==> src/verilog/gpuRasterPkg.sv <==
// Edge and determinant widths are sized for spans inside the reject limits and wrap beyond them
package gpuRasterPkg;

	// -------------------------------------------------------------------
	// Edge-equation arithmetic
	// -------------------------------------------------------------------
	localparam int edgeWidth = 23; // 12b coef x 13b distance, trimmed to the useful range
	localparam int detWidth  = 22; // Two 11b x 10b products and their difference

	typedef logic signed [edgeWidth-1:0] edgeValT; // Edge function value
	typedef logic signed [detWidth-1:0]  detT;     // Twice the signed triangle area

	// Setup sequencer
	typedef enum logic [1:0] {
		stIdle,    // Waiting for a start pulse
		stLatch,   // Command held, combinational setup settling
		stCompute  // Setup registers loaded, done pulse
	} setupStateT;

endpackage

==> src/verilog/gpuGeomPkg.sv <==
// Screen geometry types with signed 12-bit vertices and 10-bit draw bounds assumed ordered X0 <= X1, Y0 <= Y1
package gpuGeomPkg;

	// -------------------------------------------------------------------
	// Widths
	// -------------------------------------------------------------------
	localparam int coordWidth = 12; // Vertex and pixel coordinates
	localparam int drawWidth  = 10; // Draw-area registers

	// Span limits measured from vertex 0
	// Negative limit is one further out than the positive one
	localparam int maxSpanX = 1023; // Lower limit -1024
	localparam int maxSpanY = 511;  // Lower limit -512

	// -------------------------------------------------------------------
	// Types
	// -------------------------------------------------------------------
	typedef logic signed [coordWidth-1:0] coordT;  // Signed screen position
	typedef logic        [drawWidth-1:0]  drawPosT; // Unsigned draw-area bound

endpackage
==> src/verilog/triSetupUnit.sv <==
// Start is taken only when idle, results are valid from the done cycle, queries must wait while busy
`timescale 1ns/1ps

module triSetupUnit import gpuGeomPkg::*; import gpuRasterPkg::*; (
	input  logic    i_clk,
	input  logic    i_rst,
	input  logic    i_start,
	input  coordT   i_x0,
	input  coordT   i_y0,
	input  coordT   i_x1,
	input  coordT   i_y1,
	input  coordT   i_x2,
	input  coordT   i_y2,
	input  drawPosT i_daX0,
	input  drawPosT i_daY0,
	input  drawPosT i_daX1,
	input  drawPosT i_daY1,
	input  logic    i_pixValid,
	input  coordT   i_pixX,
	input  coordT   i_pixY,
	output logic    o_busy,
	output logic    o_done,
	output logic    o_reject,
	output logic    o_nullDet,
	output coordT   o_minX,
	output coordT   o_maxX,
	output coordT   o_minY,
	output coordT   o_maxY,
	output logic    o_resValid,
	output logic    o_inBoxL,
	output logic    o_inBoxR,
	output logic    o_coverL,
	output logic    o_coverR
);

	setupStateT setupState;
	logic       startAcc;

	// Command registers
	coordT   cmdX0, cmdY0, cmdX1, cmdY1, cmdX2, cmdY2;
	drawPosT cmdDaX0, cmdDaY0, cmdDaX1, cmdDaY1;

	// Combinational setup results
	coordT bbMinX, bbMaxX, bbMinY, bbMaxY;
	logic  bbReject;
	coordT cX0, cY0, cX1, cY1, cX2, cY2;
	logic  cBias0, cBias1, cBias2, cNullDet;

	// Setup registers feeding the query stage
	coordT sCoefX0, sCoefY0, sCoefX1, sCoefY1, sCoefX2, sCoefY2;
	logic  sBias0, sBias1, sBias2;

	// -------------------------------------------------------------------
	// Sequencer
	// -------------------------------------------------------------------
	assign startAcc = i_start && (setupState == stIdle); // Ignored while busy

	always_ff @(posedge i_clk) begin
		if (i_rst) begin
			setupState <= stIdle;
		end else begin
			case (setupState)
				stIdle:    if (startAcc) setupState <= stLatch;
				stLatch:   setupState <= stCompute;
				stCompute: setupState <= stIdle;
				default:   setupState <= stIdle;
			endcase
		end
	end

	assign o_busy = (setupState != stIdle);
	assign o_done = (setupState == stCompute); // Cycle 2 after start

	// -------------------------------------------------------------------
	// Command and setup registers
	// -------------------------------------------------------------------
	always_ff @(posedge i_clk) begin
		if (startAcc) begin
			cmdX0   <= i_x0;
			cmdY0   <= i_y0;
			cmdX1   <= i_x1;
			cmdY1   <= i_y1;
			cmdX2   <= i_x2;
			cmdY2   <= i_y2;
			cmdDaX0 <= i_daX0;
			cmdDaY0 <= i_daY0;
			cmdDaX1 <= i_daX1;
			cmdDaY1 <= i_daY1;
		end
	end

	always_ff @(posedge i_clk) begin
		if (setupState == stLatch) begin // Setup logic has settled on the command
			o_minX    <= bbMinX;
			o_maxX    <= bbMaxX;
			o_minY    <= bbMinY;
			o_maxY    <= bbMaxY;
			o_reject  <= bbReject;
			o_nullDet <= cNullDet;
			sCoefX0   <= cX0;
			sCoefY0   <= cY0;
			sCoefX1   <= cX1;
			sCoefY1   <= cY1;
			sCoefX2   <= cX2;
			sCoefY2   <= cY2;
			sBias0    <= cBias0;
			sBias1    <= cBias1;
			sBias2    <= cBias2;
		end
	end

	// -------------------------------------------------------------------
	// Setup and query stages
	// -------------------------------------------------------------------
	triBoundBox uBox (
		.i_x0(cmdX0), .i_y0(cmdY0), .i_x1(cmdX1), .i_y1(cmdY1), .i_x2(cmdX2), .i_y2(cmdY2),
		.i_daX0(cmdDaX0), .i_daY0(cmdDaY0), .i_daX1(cmdDaX1), .i_daY1(cmdDaY1),
		.o_minX(bbMinX), .o_maxX(bbMaxX), .o_minY(bbMinY), .o_maxY(bbMaxY),
		.o_reject(bbReject)
	);

	triEdgeSetup uEdge (
		.i_x0(cmdX0), .i_y0(cmdY0), .i_x1(cmdX1), .i_y1(cmdY1), .i_x2(cmdX2), .i_y2(cmdY2),
		.o_coefX0(cX0), .o_coefY0(cY0), .o_coefX1(cX1), .o_coefY1(cY1),
		.o_coefX2(cX2), .o_coefY2(cY2),
		.o_bias0(cBias0), .o_bias1(cBias1), .o_bias2(cBias2), .o_nullDet(cNullDet)
	);

	pixelPairTest uPair (
		.i_clk(i_clk), .i_rst(i_rst), .i_pixValid(i_pixValid), .i_pixX(i_pixX), .i_pixY(i_pixY),
		.i_x0(cmdX0), .i_y0(cmdY0), .i_x1(cmdX1), .i_y1(cmdY1), .i_x2(cmdX2), .i_y2(cmdY2),
		.i_coefX0(sCoefX0), .i_coefY0(sCoefY0), .i_coefX1(sCoefX1), .i_coefY1(sCoefY1),
		.i_coefX2(sCoefX2), .i_coefY2(sCoefY2),
		.i_bias0(sBias0), .i_bias1(sBias1), .i_bias2(sBias2),
		.i_minX(o_minX), .i_maxX(o_maxX), .i_minY(o_minY), .i_maxY(o_maxY),
		.o_resValid(o_resValid), .o_inBoxL(o_inBoxL), .o_inBoxR(o_inBoxR),
		.o_coverL(o_coverL), .o_coverR(o_coverR)
	);

	// Queries see half-updated setup while busy
	assert property (@(posedge i_clk) disable iff (i_rst) !(i_pixValid && o_busy))
		else $error("Pixel query issued during setup");

	assert property (@(posedge i_clk) disable iff (i_rst) o_done |=> !o_done)
		else $error("Done held longer than one cycle");

endmodule

==> src/verilog/pixelPairTest.sv <==
// One query per cycle with result one cycle later and no back-pressure; setup inputs must be stable
`timescale 1ns/1ps

module pixelPairTest import gpuGeomPkg::*; import gpuRasterPkg::*; (
	input  logic  i_clk,
	input  logic  i_rst,
	input  logic  i_pixValid,
	input  coordT i_pixX,
	input  coordT i_pixY,
	input  coordT i_x0,
	input  coordT i_y0,
	input  coordT i_x1,
	input  coordT i_y1,
	input  coordT i_x2,
	input  coordT i_y2,
	input  coordT i_coefX0,
	input  coordT i_coefY0,
	input  coordT i_coefX1,
	input  coordT i_coefY1,
	input  coordT i_coefX2,
	input  coordT i_coefY2,
	input  logic  i_bias0,
	input  logic  i_bias1,
	input  logic  i_bias2,
	input  coordT i_minX,
	input  coordT i_maxX,
	input  coordT i_minY,
	input  coordT i_maxY,
	output logic  o_resValid,
	output logic  o_inBoxL,
	output logic  o_inBoxR,
	output logic  o_coverL,
	output logic  o_coverR
);

	// w = coefX*(px-vx) + coefY*(py-vy) + bias
	function automatic edgeValT edgeEval(coordT coefX, coordT coefY, coordT vx, coordT vy,
			coordT px, coordT py, logic bias);
		logic signed [coordWidth:0] dx; // Extra bit keeps distance exact
		logic signed [coordWidth:0] dy;
		edgeValT biasVal;
		dx = px - vx;
		dy = py - vy;
		biasVal = {edgeWidth{bias}}; // All ones is -1
		edgeEval = coefX * dx + coefY * dy + biasVal;
	endfunction

	// Either winding, all non-negative or all negative
	function automatic logic insideTri(edgeValT w0, edgeValT w1, edgeValT w2);
		logic n0, n1, n2;
		n0 = w0[edgeWidth-1];
		n1 = w1[edgeWidth-1];
		n2 = w2[edgeWidth-1];
		insideTri = (!n0 && !n1 && !n2) || (n0 && n1 && n2);
	endfunction

	coordT   pxL, pxR;
	edgeValT w0L, w1L, w2L, w0R, w1R, w2R;
	logic    rowIn, inBoxL, inBoxR;

	// -------------------------------------------------------------------
	// Edge evaluation
	// -------------------------------------------------------------------
	assign pxL = {i_pixX[coordWidth-1:1], 1'b0}; // Even pixel
	assign pxR = {i_pixX[coordWidth-1:1], 1'b1}; // Odd neighbour

	assign w0L = edgeEval(i_coefX0, i_coefY0, i_x1, i_y1, pxL, i_pixY, i_bias0);
	assign w1L = edgeEval(i_coefX1, i_coefY1, i_x2, i_y2, pxL, i_pixY, i_bias1);
	assign w2L = edgeEval(i_coefX2, i_coefY2, i_x0, i_y0, pxL, i_pixY, i_bias2);

	// One step right adds the X coefficient
	assign w0R = w0L + i_coefX0;
	assign w1R = w1L + i_coefX1;
	assign w2R = w2L + i_coefX2;

	// Clipped box, all sides inclusive
	assign rowIn  = (i_pixY >= i_minY) && (i_pixY <= i_maxY);
	assign inBoxL = rowIn && (pxL >= i_minX) && (pxL <= i_maxX);
	assign inBoxR = rowIn && (pxR >= i_minX) && (pxR <= i_maxX);

	// -------------------------------------------------------------------
	// Result register
	// -------------------------------------------------------------------
	always_ff @(posedge i_clk) begin
		if (i_rst) begin
			o_resValid <= 1'b0;
		end else begin
			o_resValid <= i_pixValid;
		end
	end

	always_ff @(posedge i_clk) begin
		if (i_pixValid) begin // Hold last result between queries
			o_inBoxL <= inBoxL;
			o_inBoxR <= inBoxR;
			o_coverL <= inBoxL && insideTri(w0L, w1L, w2L);
			o_coverR <= inBoxR && insideTri(w0R, w1R, w2R);
		end
	end

	// No stale result straight out of reset
	assert property (@(posedge i_clk) $past(i_rst) |-> !o_resValid)
		else $error("Result valid in the cycle after reset");

endmodule

==> src/verilog/triEdgeSetup.sv <==
// Combinational; coefficients are 12-bit and only exact for triangles inside the span limits
`timescale 1ns/1ps

module triEdgeSetup import gpuGeomPkg::*; import gpuRasterPkg::*; (
	input  coordT i_x0,
	input  coordT i_y0,
	input  coordT i_x1,
	input  coordT i_y1,
	input  coordT i_x2,
	input  coordT i_y2,
	output coordT o_coefX0,
	output coordT o_coefY0,
	output coordT o_coefX1,
	output coordT o_coefY1,
	output coordT o_coefX2,
	output coordT o_coefY2,
	output logic  o_bias0,
	output logic  o_bias1,
	output logic  o_bias2,
	output logic  o_nullDet
);

	// Top-left edge gets a -1 bias so shared edges fill once
	function automatic logic isTopLeft(coordT coefX, coordT coefY);
		isTopLeft = coefX[coordWidth-1] || ((coefX == '0) && coefY[coordWidth-1]);
	endfunction

	coordT dX10, dY10, dX20, dY20; // Vertex-0 relative spans
	detT   det;

	// -------------------------------------------------------------------
	// Edge coefficients
	// -------------------------------------------------------------------
	// Edge 0, V1 to V2
	assign o_coefX0 = i_y1 - i_y2;
	assign o_coefY0 = i_x2 - i_x1;
	// Edge 1, V2 to V0
	assign o_coefX1 = i_y2 - i_y0;
	assign o_coefY1 = i_x0 - i_x2;
	// Edge 2, V0 to V1
	assign o_coefX2 = i_y0 - i_y1;
	assign o_coefY2 = i_x1 - i_x0;

	assign o_bias0 = isTopLeft(o_coefX0, o_coefY0);
	assign o_bias1 = isTopLeft(o_coefX1, o_coefY1);
	assign o_bias2 = isTopLeft(o_coefX2, o_coefY2);

	// -------------------------------------------------------------------
	// Determinant
	// -------------------------------------------------------------------
	assign dX10 = i_x1 - i_x0;
	assign dY10 = i_y1 - i_y0;
	assign dX20 = i_x2 - i_x0;
	assign dY20 = i_y2 - i_y0;

	assign det = dX20 * dY10 - dY20 * dX10; // Sign gives winding
	assign o_nullDet = (det == '0);         // Collinear or degenerate

endmodule

==> src/verilog/triBoundBox.sv <==
// Purely combinational; draw area must be ordered and the clipped box is only meaningful without reject
`timescale 1ns/1ps

module triBoundBox import gpuGeomPkg::*; (
	input  coordT   i_x0,
	input  coordT   i_y0,
	input  coordT   i_x1,
	input  coordT   i_y1,
	input  coordT   i_x2,
	input  coordT   i_y2,
	input  drawPosT i_daX0,
	input  drawPosT i_daY0,
	input  drawPosT i_daX1,
	input  drawPosT i_daY1,
	output coordT   o_minX,
	output coordT   o_maxX,
	output coordT   o_minY,
	output coordT   o_maxY,
	output logic    o_reject
);

	function automatic coordT minOf(coordT a, coordT b);
		minOf = (a < b) ? a : b;
	endfunction

	function automatic coordT maxOf(coordT a, coordT b);
		maxOf = (a > b) ? a : b;
	endfunction

	// True outside -(lim+1)..lim
	function automatic logic outOfSpan(logic signed [coordWidth:0] d, int lim);
		outOfSpan = (d > lim) || (d < -lim - 1);
	endfunction

	coordT triMinX, triMaxX, triMinY, triMaxY; // Unclipped triangle box
	coordT daX0, daY0, daX1, daY1;             // Draw area as signed coordinates
	logic signed [coordWidth:0] dX1, dX2, dY1, dY2; // One extra bit, no wrap
	logic rejBox, rejSpan;

	// -------------------------------------------------------------------
	// Triangle box
	// -------------------------------------------------------------------
	assign triMinX = minOf(minOf(i_x0, i_x1), i_x2);
	assign triMaxX = maxOf(maxOf(i_x0, i_x1), i_x2);
	assign triMinY = minOf(minOf(i_y0, i_y1), i_y2);
	assign triMaxY = maxOf(maxOf(i_y0, i_y1), i_y2);

	// Draw bounds are unsigned, zero-extend
	assign daX0 = {{(coordWidth-drawWidth){1'b0}}, i_daX0};
	assign daY0 = {{(coordWidth-drawWidth){1'b0}}, i_daY0};
	assign daX1 = {{(coordWidth-drawWidth){1'b0}}, i_daX1};
	assign daY1 = {{(coordWidth-drawWidth){1'b0}}, i_daY1};

	// -------------------------------------------------------------------
	// Clip to draw area, bounds inclusive
	// -------------------------------------------------------------------
	assign o_minX = (triMinX < daX0) ? daX0 : triMinX;
	assign o_maxX = (triMaxX > daX1) ? daX1 : triMaxX;
	assign o_minY = (triMinY < daY0) ? daY0 : triMinY;
	assign o_maxY = (triMaxY > daY1) ? daY1 : triMaxY;

	// -------------------------------------------------------------------
	// Early reject
	// -------------------------------------------------------------------
	assign rejBox = (triMaxX < daX0) || (triMaxY < daY0)  // Left or above
	             || (triMinX > daX1) || (triMinY > daY1); // Right or below, past last pixel

	assign dX1 = i_x1 - i_x0; // Spans from vertex 0
	assign dX2 = i_x2 - i_x0;
	assign dY1 = i_y1 - i_y0;
	assign dY2 = i_y2 - i_y0;

	assign rejSpan = outOfSpan(dX1, maxSpanX) || outOfSpan(dX2, maxSpanX)
	              || outOfSpan(dY1, maxSpanY) || outOfSpan(dY2, maxSpanY);

	assign o_reject = rejBox || rejSpan;

endmodule

==> config.mk <==
export PLATFORM = sky130hd
export DESIGN_NAME = triSetupUnit
export DESIGN_NICKNAME = d
export VERILOG_FILES = /design/src/verilog/gpuRasterPkg.sv /design/src/verilog/gpuGeomPkg.sv /design/src/verilog/triSetupUnit.sv /design/src/verilog/pixelPairTest.sv /design/src/verilog/triEdgeSetup.sv /design/src/verilog/triBoundBox.sv
export SDC_FILE = /design/constraint.sdc
export NUM_CORES = 2
export LEC_CHECK = 0
export ABC_AREA = 1
export BUFFER_PORTS_ARGS = -buffer_cell sky130_fd_sc_hd__buf_4
export CAP_MARGIN = 20
export CORE_ASPECT_RATIO = 1.25
export CORE_MARGIN = 10
export CORE_UTILIZATION = 35
export CTS_CLUSTER_DIAMETER = 120
export DETAILED_ROUTE_END_ITERATION = 7
export GPL_TIMING_DRIVEN = 0
export HOLD_SLACK_MARGIN = 0.03
export PLACE_DENSITY = 0.53
export SKIP_CTS_REPAIR_TIMING = 1
export SYNTH_ARGS = -nofsm -noshare
export SYNTH_HDL_FRONTEND = slang
export SYNTH_SLANG_ARGS = --single-unit
==> constraint.sdc <==
create_clock -name i_clk -period 14.5 [get_ports i_clk]
set_input_delay 1.45 -clock i_clk [delete_from_list [all_inputs] [get_ports i_clk]]
set_output_delay 1.45 -clock i_clk [all_outputs]
set_load 0.05 [all_outputs]
==> results by group <==
Place
  • PortBufs: slightly below 200
  • HPWL after DPL: around 190000 µm
  • Final GP Congestion: around 0.96

Final layout
  • Area delta synth->final: 9.11%
  • Layout net count: approximately 10000
  • Layout cells sized above 1: 0.0480
  • Commonest non-fill, non-tap cell in the layout: inv_1
  • Most frequent cells in the layout: 1849 x inv_1, 1322 x nand2_1, 1284 x fa_1

GRT
  • Pin count of the biggest net entering global routing: 36
  • Most crowded layer after global routing: met2
  • Met2 Usage GRT: 0.355
  • Number of global-route vias before repair: between 50000 and 60000
  • GRT Total Usage: 0.207
  • First-pass GRT wire length: between 300000 and 400000 µm
  • Global Route met3 Usage: 0.0283
  • Gr ovfl total: 0
  • Initial antenna violation count: 5
  • Global Route met1 Usage: 0.268

Setup path
  • Most used cell, CP: nand2_1
  • CP required: 14.86 ns
  • Cell family with most CP delay: adder cells
  • Buf/Inv on CP: 8
  • Worst path slowest cell: nor4_1
  • Critical path endpoint: uPair.o_coverR
  • CP max FO: 10
  • R2R Path End: uPair.o_coverR
  • CP max stage delay: 0.82 ns
  • Launching point of the worst reg2reg path: cmdX0[0]
  • Setup crit end kind: flop
  • WP data arrival: 13.13 ns
  • Crit path kind: in -> reg
  • Reg2Reg Setup Slack: ~1.9 ns
  • CP startpoint: i_pixX[2]
  • Stages on worst setup path: 45
  • R2R depth: 48
  • CP Launch Type: primary input

Run status
  • Status: finished clean

Clock network
  • CTS max path bufs: 3
  • Clock transition at path regs: approximately 0.06 ns
  • CTS H-tree depth: 1
  • Root Buffer: clkbuf_16
  • TritonCTS clock tree: done
  • CTS buffer count: 29
  • Clk_lat worst skew: approximately 0.62 ns
  • Clk sinks: about 240

Synthesis
  • Largest cells by area after synthesis: fa_1 39%, ha_1 14%, edfxtp_1 11%, inv_1 11%, nand2_1 7.6%
  • Post-synthesis mux area share: 0
  • Mean Syn Cell Area: 8.67 µm²
  • Synth unique cells: 63
  • Seq cells post-synth: between 200 and 250
  • Synthesized instance count: approximately 7600
  • Post-synth top area cell: fa_1
  • Post-Synth Adder-Cell Area: 0.536
  • Largest family of logic cells by synthesized area: adder cells
  • Post-synth EDFFs: between 200 and 250
  • Simple-gate portion of the synthesized area: 0.142
  • Post-synth top area share: 0.392
  • Async S/R FF share, synth: 0
  • Synthesized cell area: roughly 66000 µm²
  • Post-Synth XOR/XNOR Area: 0.0371
  • Post-synthesis sequential area ratio: 0.111
  • Compound-Gate Fraction of Synth Area: 0.0570
  • Most used DFF post-synth: edfxtp_1
  • Syn. warnings: 0

STA
  • Fmax: between 70 and 80 MHz
  • Final setup vio count: 0
  • RSZ-0062 raised after global routing: false
  • Worst slew pin tran: 1.25 ns
  • Clock Skews: slightly above 0.02 ns
  • Setup_tns: 0 ns
  • Tcrit/Tclk final: 0.881
  • Max-slew headroom: 0.165
  • Final Hold Viols: 0
  • Slew Viols, Final: 0
  • Final min period: about 13 ns

Floorplanning
  • Num rows: ~180
  • Die Area: a little over 200000 µm²
  • # IOs: ~200
  • Core area: around 190000 µm²
  • Initial Util: 0.352
  • Die Ht: slightly above 500 µm
  • Die W: between 400 and 500 µm

Hold path
  • WHS Path Cells: 1
  • HP Class: reg -> reg

Route
  • DR vias: just over 50000
  • Via/cell ratio: ~5
  • Antenna viol nets, final: 0
  • First-pass DRT Iterations: 5
  • Starting DRT DRC Count: about 3400
  • DRC Markers: 0
  • Final WL: about 210000 µm
  • Per-cell routed wire length: between 20 and 25 µm

Flow run
  • Max-cap violation count: 0
==> worst reg2reg max path, delay by kind of cell, from the launching register on <==
| family | cells | cell delay (ns) |
|---|---|---|
| xor gates and xnor gates | 2 | 0.64 |
| DFF | 1 | 0.68 |
| and+or+nand+nor | 19 | 3.54 |
| buffers and inverters | 10 | 1.25 |
| adders and majority gates | 10 | 4.68 |
| AOI/OAI and AO/OA | 7 | 1.55 |
==> final cells by class <==
cell class                 instances  area, µm²
clock buffer                      30        729
tap                             2506       3140
timing repair buffer             217       1760
antenna                            1       2.50
inverter                        1874       7030
clock inverter                    22        314
multi-input combinational       5284      50600
fill                           19100     115000
buffer                           158        643
sequential                       244       7300
==> kinds of logic (layout without fill, tap and decap cells) <==
group / count (synthesis) / in the layout
AO/OA/AOI/OAI: 662 / 662
XOR/XNOR: 278 / 278
adder cells (fa/ha/maj): 2037 / 2037
buffers and inverters: 2032 / 2301
flip-flops: 244 / 244
other: 1 / 3
AND/OR/NAND/NOR: 2305 / 2305
==> per-layer routing <==
| metal | wire (µm) | share of wire | vias to the layer above |
|---|---|---|---|
| li1 | - | - | 23300 |
| met1 | 90000 | 0.42 | 25600 |
| met2 | 103000 | 0.48 | 1507 |
| met3 | 12600 | 0.059 | 319 |
| met4 | 8030 | 0.038 | 2 |
| met5 | 12 | 0.000056 | - |
==> flip-flops by register name (all words and copies together) (netlist names), 2 cells and up <==
signal      count
cmdDaY1        10
o_minY         12
setupState      2
sCoefY2        12
cmdY2          12
sCoefX2        12
cmdY1          12
o_maxY         12
o_maxX         12
o_minX         12
sCoefY1        12
sCoefX0        12
cmdX1          12
cmdDaY0        10
cmdX0          12
cmdY0          12
sCoefX1        12
cmdDaX1        10
cmdX2          12
cmdDaX0        10
sCoefY0        12
==> worst min path at each step <==
stage                       start            end  slack, ns
global placement    setupState[1]  setupState[1]       0.43
floorplan           setupState[1]  setupState[1]       0.42
CTS                 setupState[1]  setupState[1]       0.52
detailed placement  setupState[1]  setupState[1]       0.51
global route        setupState[1]  setupState[1]       0.57
finish              setupState[1]  setupState[1]       0.51
==> synthesized netlist by cell type, drive strengths merged (4+ instances only) <==
cell and number:
clkinv 17, a211oi 27, o31ai 8, fa 1284
o221ai 7, o211ai 11, edfxtp 241, a21oi 299
inv 1857, nor4 11, nand2 1341, ha 753
o21a 6, o41ai 4, xnor2 107, xor2 171
clkbuf 137, or2 34, o2111ai 5, a21o 13
nor3 38, a31o 6, a21boi 6, buf 21
nor2 675, o21bai 12, nand4 37, nand3b 21
o21ai 228, nand3 141, a31oi 13
==> metrics by stage <==
| stage | worst slack (ns) | util | hold WS (ns) | cells | area (µm²) |
|---|---|---|---|---|---|
| 2_1_floorplan | 4.43 | - | 0.421 | 7560 | 65600 |
| 3_3_place_gp | 0.446 | 0.377 | 0.434 | 10300 | 70200 |
| 3_5_place_dp | 1.10 | 0.378 | 0.514 | 10300 | 70500 |
| 4_1_cts | 1.73 | 0.384 | 0.524 | 10300 | 71500 |
| 5_1_grt | 1.16 | 0.384 | 0.567 | 10300 | 71500 |
| 6_report | 1.72 | 0.384 | 0.513 | 10300 | 71500 |
Power is left out: the tool's default activity adds up to more than one toggle a clock period on the data nets, which glitch-free logic cannot reach.
